File: config.mk
export PLATFORM = sky130hd
export DESIGN_NAME = cache_ctrl
export DESIGN_NICKNAME = d
export VERILOG_FILES = /design/src/rtl/mem_system_pkg.sv /design/src/rtl/cache_ctrl.sv
export VERILOG_INCLUDE_DIRS = /design/src /design/src/rtl
export SDC_FILE = /design/constraint.sdc
export NUM_CORES = 1
export LEC_CHECK = 0
export ABC_AREA = 0
export BUFFER_PORTS_ARGS = -buffer_cell sky130_fd_sc_hd__buf_2
export CAP_MARGIN = 5
export CORE_ASPECT_RATIO = 1.2
export CORE_MARGIN = 2
export CORE_UTILIZATION = 35
export CTS_CLUSTER_DIAMETER = 80
export CTS_CLUSTER_SIZE = 30
export DETAILED_ROUTE_END_ITERATION = 10
export GPL_ROUTABILITY_DRIVEN = 0
export HOLD_SLACK_MARGIN = 0.06
export PLACE_DENSITY = 0.74
export SKIP_CTS_REPAIR_TIMING = 1
export SKIP_LAST_GASP = 1
export SYNTH_ARGS = -nofsm -noshare
export SYNTH_HDL_FRONTEND = slang
export SYNTH_SLANG_ARGS = --single-unit
File: constraint.sdc
create_clock -name clk -period 1.3 [get_ports clk]
set_input_delay 0.13 -clock clk [delete_from_list [all_inputs] [get_ports clk]]
set_output_delay 0.13 -clock clk [all_outputs]
set_load 0.01 [all_outputs]
File: src/rtl/mem_system_cfg.svh
`ifndef MEM_SYSTEM_CFG_SVH
`define MEM_SYSTEM_CFG_SVH

// Data path
`define MEM_WORD_BITS 16

// Address split, tag : index : word select : alignment bit
`define MEM_TAG_BITS 5
`define MEM_INDEX_BITS 8
`define MEM_LINE_WORDS 4

// Main memory timing in cycles
`define MEM_READ_LATENCY 2
`define MEM_BANK_BUSY 4

`endif

File: src/rtl/mem_system_pkg.sv
`include "mem_system_cfg.svh"
`default_nettype none

package mem_system_pkg;

   typedef logic [`MEM_WORD_BITS-1:0] word_t;
   typedef logic [`MEM_WORD_BITS-1:0] addr_t;   // Byte address
   typedef logic [`MEM_TAG_BITS-1:0] tag_t;
   typedef logic [`MEM_INDEX_BITS-1:0] index_t;
   typedef logic [$clog2(`MEM_LINE_WORDS)-1:0] word_sel_t;

   // Miss handling sequence
   typedef enum logic [2:0] {
      st_idle,
      st_compare,
      st_write_back,
      st_fill,
      st_fill_drain,   // All reads issued, waiting on returns
      st_finish
   } ctrl_state_t;

endpackage

`default_nettype wire

File: src/rtl/cache_ctrl.sv
`include "mem_system_cfg.svh"
`default_nettype none

module cache_ctrl (
   input  wire                        clk,
   input  wire                        reset,
   input  wire                        rd,
   input  wire                        wr,
   input  wire mem_system_pkg::addr_t addr,
   input  wire                        hit,
   input  wire                        victim_dirty,
   input  wire mem_system_pkg::tag_t  victim_tag,
   input  wire                        mem_stall,
   output logic                       comp,
   output logic                       write,
   output logic                       valid_in,
   output logic                       fill_sel,
   output mem_system_pkg::word_sel_t  word_sel,
   output mem_system_pkg::addr_t      mem_addr,
   output logic                       mem_rd,
   output logic                       mem_wr,
   output logic                       stall,
   output logic                       done,
   output logic                       cache_hit,
   output logic                       err
);

   localparam int lat = `MEM_READ_LATENCY;
   localparam int sel_bits = $clog2(`MEM_LINE_WORDS);
   localparam int index_lsb = sel_bits + 1;
   localparam int tag_lsb = index_lsb + `MEM_INDEX_BITS;
   localparam mem_system_pkg::word_sel_t last_word = sel_bits'(`MEM_LINE_WORDS - 1);

   mem_system_pkg::ctrl_state_t state;
   mem_system_pkg::ctrl_state_t state_next;
   mem_system_pkg::tag_t        tag;
   mem_system_pkg::index_t      index;
   mem_system_pkg::word_sel_t   req_word;
   mem_system_pkg::word_sel_t   issue_cnt;
   mem_system_pkg::word_sel_t   ret_cnt;
   logic [lat-1:0]              inflight;   // One bit per outstanding read
   logic                        returning;
   logic                        issued;
   logic                        bad_req;

   assign tag       = addr[tag_lsb +: `MEM_TAG_BITS];
   assign index     = addr[index_lsb +: `MEM_INDEX_BITS];
   assign req_word  = addr[1 +: sel_bits];
   assign bad_req   = addr[0] || (rd && wr);
   assign returning = inflight[lat-1];
   assign issued    = (mem_rd || mem_wr) && !mem_stall;

   always_comb begin
      state_next = state;
      comp       = 1'b0;
      write      = 1'b0;
      valid_in   = 1'b0;
      fill_sel   = 1'b0;
      word_sel   = req_word;
      mem_addr   = {tag, index, issue_cnt, 1'b0};
      mem_rd     = 1'b0;
      mem_wr     = 1'b0;
      done       = 1'b0;
      cache_hit  = 1'b0;
      err        = 1'b0;
      case (state)
         mem_system_pkg::st_idle: begin
            if (rd || wr) begin
               state_next = mem_system_pkg::st_compare;
            end
         end
         mem_system_pkg::st_compare: begin
            comp = 1'b1;
            if (bad_req) begin   // Rejected, nothing written
               done       = 1'b1;
               err        = 1'b1;
               state_next = mem_system_pkg::st_idle;
            end else if (hit) begin
               write      = wr;
               done       = 1'b1;
               cache_hit  = 1'b1;
               state_next = mem_system_pkg::st_idle;
            end else if (victim_dirty) begin
               state_next = mem_system_pkg::st_write_back;
            end else begin
               state_next = mem_system_pkg::st_fill;
            end
         end
         mem_system_pkg::st_write_back: begin
            word_sel = issue_cnt;   // Victim word feeds memory write data
            mem_addr = {victim_tag, index, issue_cnt, 1'b0};
            mem_wr   = 1'b1;
            if (issued && issue_cnt == last_word) begin
               state_next = mem_system_pkg::st_fill;
            end
         end
         mem_system_pkg::st_fill, mem_system_pkg::st_fill_drain: begin
            mem_rd   = (state == mem_system_pkg::st_fill);
            word_sel = ret_cnt;
            if (returning) begin
               write    = 1'b1;
               valid_in = 1'b1;
               fill_sel = 1'b1;
            end
            if (mem_rd && issued && issue_cnt == last_word) begin
               state_next = mem_system_pkg::st_fill_drain;
            end
            if (returning && ret_cnt == last_word) begin
               state_next = mem_system_pkg::st_finish;
            end
         end
         mem_system_pkg::st_finish: begin
            comp       = 1'b1;   // Line present now, real access
            write      = wr;
            done       = 1'b1;   // Reached only after a miss so cache_hit stays low
            state_next = mem_system_pkg::st_idle;
         end
         default: state_next = mem_system_pkg::st_idle;
      endcase
   end

   assign stall = (state != mem_system_pkg::st_idle) && !done;

   always_ff @(posedge clk) begin
      if (reset) begin
         state     <= mem_system_pkg::st_idle;
         issue_cnt <= '0;
         ret_cnt   <= '0;
         inflight  <= '0;
      end else begin
         state    <= state_next;
         inflight <= (inflight << 1) | lat'(mem_rd && !mem_stall);
         if (issued) begin
            issue_cnt <= issue_cnt + 1'b1;   // Wraps to zero after a line
         end
         if (returning) begin
            ret_cnt <= ret_cnt + 1'b1;
         end
      end
   end

endmodule

`default_nettype wire

* Yosys cells after proc, flatten, opt, wreduce, memory -nomap -nowiden *
Index checks and enable logic that the tools add are counted.

operators by class
  equality and inequality tests = 10
  muxes and demuxes = 25
  $add $sub $neg = 2
  reduce and logical (&&, ||, !) cells = 18
  bitwise gates (word level) = 1

operators with widths
  cell                                                             number
  16-bit two-way mux                                               1
  1-bit two-way mux                                                14
  3-bit two-way mux                                                4
  3-bit case mux with 4 select lines                               1
  1-bit logical AND                                                8
  3-bit by 2-bit == test with 1-bit output, second input constant  2
  3-bit == test, second input constant                             2
  2-bit by 1-bit adder with 2-bit output, second input constant    2
  2-bit == test, second input constant                             2
  2-bit two-way mux                                                2
  2-bit != test, second input constant                             2
  2-bit case mux with 2 select lines                               1
  2-bit OR reduction                                               2
  3-bit by 1-bit == test with 1-bit output, second input constant  1
  3-bit logical NOT                                                1
  1-bit logical OR                                                 3
  3-bit != test, second input constant                             1
  1-bit case mux with 3 select lines                               1
  3-bit AND reduction                                              1
  3-bit nonzero test                                               1
  1-bit logical NOT                                                2
  2-bit by 1-bit OR with 2-bit output                              1
  1-bit case mux with 2 select lines                               1

word-level totals
  flip-flop bits (word level) = 9
  output and inout port bits = 28

* Logic depth before layout (Yosys ltp) *
  depth after elaboration = 10
  mapped depth = 7

* Worst setup path after synthesis *
OpenSTA, ideal clock, no wires.

  path kind = reg2out
  start point = register state[2]
  end point = output valid_in
  stages on the path, launching flop included = 8
  setup slack = -142 ps
  arrival time = 1312 ps
  cells stage by stage = dfxtp_1 buf_2 nand2b_1 buf_4 nor2_2 a21oi_1 nor2_1 buf_4

on the way
  word-level cells in the longest chain between the ends = 3

RTL lines
  what                                                                              line               source
  start, declared                                                                   cache_ctrl.sv:34   mem_system_pkg::ctrl_state_t state;
  start signal, assigned                                                            cache_ctrl.sv:126  state <= mem_system_pkg::st_idle;
  start signal, assigned                                                            cache_ctrl.sv:131  state <= state_next;
  3-bit by 2-bit == test with 1-bit output / 3-bit == test (equally long branches)  --
  2-bit OR reduction *                                                              --
  1-bit two-way mux *                                                               --
  end, declared                                                                     cache_ctrl.sv:16   output logic valid_in,

Mark *: on every way between the ends. The rest lies on a longest branch, timed or not.

* Worst setup path after layout *
  start point = register state[2]
  end point = output mem_addr[12]

on the way
  word-level cells in the longest chain between the ends = 2

RTL lines
  what                                      line              source
  3-bit by 2-bit == test with 1-bit output  cache_ctrl.sv:66  case (state)
  16-bit two-way mux                        cache_ctrl.sv:66
  end, declared                             cache_ctrl.sv:19  output mem_system_pkg::addr_t mem_addr,

No other way between the ends.

==> impl_metrics.yaml <==
outcome:
  outcome: "finished with violations"
  violations: "setup timing"
layout:
  antenna_cells: 0
  syn2layout_area_growth_pct: 61.17
  fill_cells: 187
  regArea_um2: 192.7
  nets: 175
  drive_gt1_share_pct: 58.33
  fin_area_um2: 1210
  multi_input_area_um2: 543.0
  final_util_pct: 59.04
critical_path:
  crit_family: "simple AND/OR/NAND/NOR gates"
  worstRegToRegCells: 6
  r2r-start: "state[2]$_SDFFE_PP0P_"
  critPathSlowestCell: "dfxtp_4"
  crit_required_ns: 1.17
  start_kind: "flop"
  worstSetupPathDepth: 4
  cp_cell_sequence: "nand2b_4 -> nor2_4 -> mux2_4 -> buf_6"
  end_kind: "output pin"
  cpPeakStageDelay_ns: 0.35
  path_class: "reg -> out"
  critPathMaxFanout: 6
  cp-startpoint: "state[2]$_SDFFE_PP0P_"
  crit_buf_inv: 1
  worstPathArrival_ns: 1.45
clocking:
  htreeDepth: 1
  cts.sinks: 9
  clk_latency_ns: 0.26
  root_buffer: "clkbuf_4"
  cts_tree: "done"
  path_clk_slew_ns: 0.06
  cts_buffer_depth: 2
  cts_made_buffers: 3
power_and_ir_drop:
  p_int_mw: 0.6198
  p_switching_mw: 0.3244
  swShare_pct: 34.36
  comb_power_share_pct: 44.4
  clockPowerShare_pct: 22.8
  ir_worst_vdd_mv: 0.7432
  finalPower_mw: 0.9442
  p_leak_nw: 0.5530
  seqPwrFrac_pct: 32.7
  power_density_nw_per_um2: 780.4
sta:
  max_freq_mhz: 633.6
  skew_ns: 0.002058
  finalWorstSetupSlack_ns: -0.2784
  hold_viol: 0
  fin_tns_setup_ns: -2.456
  setup_viol: 12
  slew_violations: 0
  finalCriticalPeriod_ns: 1.578
  fin_crit_sh_pct: 121.4
  whs_ns: 0.07962
  rsz0062_at_grt: "yes"
route:
  firstDrtPassIters: 5
  antenna_left: 0
  vias_per_cell: 4.897
  routed_wirelength_um: 2186
  drc: 0
  vias: 852
  drt_iter0_markers: 12
  wl_per_cell_um: 12.56
logic_synthesis:
  synth_compound_area_share_pct: 18.33
  synthTopCellsByArea: "dfxtp_1, buf_4, mux2_2, nor2_1, a21oi_1"
  synth_top_family_by_area: "simple AND/OR/NAND/NOR gates"
  synth_top_flop_cell: "dfxtp_1"
  synth_top_area_share_pct: 24.00
  yosys_warnings: 0
  synth_cells: 102
  synth-xor-area-share_pct: 2.333
  synthArstFlopShare_pct: 0
  synth.distinct_cells: 33
  synth_edf_count: 0
  synth-seq-cells: 9
  syn_area_per_cell_um2: 7.360
  yosysSeqAreaShare_pct: 24.00
  synthTopCellsByCount: "nor2_1, buf_4, nand2_1"
  synth_fa_ha_area_share_pct: 3.333
  synthSimpleGateAreaFrac_pct: 24.50
  synth_fp_nets: 132
  synth.most_common_cell: "nor2_1"
  synthesis.area_um2: 750.7
  synth_mux_area_share_pct: 10.17
  synth_top_area_cell: "dfxtp_1"
floorplanning:
  die_area_um2: 2533
  pin_count: 56
  coreArea_um2: 2049
  die_h_um: 54.73
  start_util_pct: 36.63
  rows: 18
  die_w_um: 46.28
grt:
  overflow: 0
  grt_max_degree: 14
  grt_pass1_wl_um: 3008
  antenna_found_initial: 0
  grt_pass1_vias: 737
  gr-usage-all-layers_pct: 16.25
worst_hold_path:
  min_path_type: "in -> reg"
  min_path_cells: 2
  min-delay-start: "mem_stall"
place:
  placed_cell_area_um2: 993.5
  dp_hpwl_um: 1602
  io_buffers: 38
job:
  maxCapViolCount: 0
-- worst paths after layout --
path	to	slack, ns
max	mem_addr[12]	-0.28
min	inflight[0]$_SDFF_PP0_	0.08
max reg2reg	issue_cnt[0]$_SDFFE_PP0P_	0.07
min reg2reg	inflight[1]$_SDFF_PP0_	0.45
-- per-layer routing --
| layer | share of wire (%) | global-route usage [%] |
|---|---|---|
| met4 | 1.4 | 6.190 |
| met2 | 56 | 30.56 |
| met5 | 0 | 0 |
| met3 | 5.1 | 1.650 |
| met1 | 38 | 18.24 |
-- placed cells by master (no fill, tap or decap), drive strengths merged, types with 2 or more instances in the layout --
master / Yosys / final
ha: 2 / 2
clkbuf: 3 / 4
a21oi: 9 / 9
nor3: 2 / 2
o21ai: 6 / 6
inv: 4 / 4
nand2b: 2 / 2
mux2: 5 / 5
buf: 14 / 55
nor2: 16 / 16
nor4: 2 / 2
xnor2: 2 / 2
nand2: 10 / 10
dfxtp: 9 / 9
o22ai: 2 / 2
mux2i: 2 / 2
-- sequential cells by signal (all words and copies together) (netlist names) --
signal and flops:
inflight 2, issue_cnt 2, ret_cnt 2, state 3
-- logic make-up after synthesis --
group / Yosys count
simple gates: 38
fa+ha+maj: 2
buf+inv: 21
xor+xnor: 2
other cells: 1
flops: 9
compound gates: 22
mux: 7
-- layout make-up --
cell class	count	area share, %
Multi-Input combinational cell	72	44.88
Timing Repair Buffer	55	32.47
Sequential cell	9	15.93
Tap cell	30	3.102
Clock buffer	4	2.172
Inverter	4	1.448
-- stage by stage --
step | cells | worst slack [ns]
floorplan | 102 | -0.05600
global placement | 166 | -0.01114
detailed placement | 166 | -0.03018
CTS | 170 | -0.3227
global route | 174 | -0.3198
finish | 174 | -0.2784
-- power by group through the flow --
| stage | clock, mW | sequential (mW) | combinational [mW] |
|---|---|---|---|
| after floorplan | 0 | 0.302 | 0.225 |
| after global placement | 0 | 0.308 | 0.325 |
| after detailed placement | 0 | 0.308 | 0.334 |
| after CTS | 0.222 | 0.302 | 0.334 |
| after global routing | 0.245 | 0.310 | 0.450 |
| final | 0.216 | 0.309 | 0.419 |
Note: power is estimated with default switching activity, not from simulation.
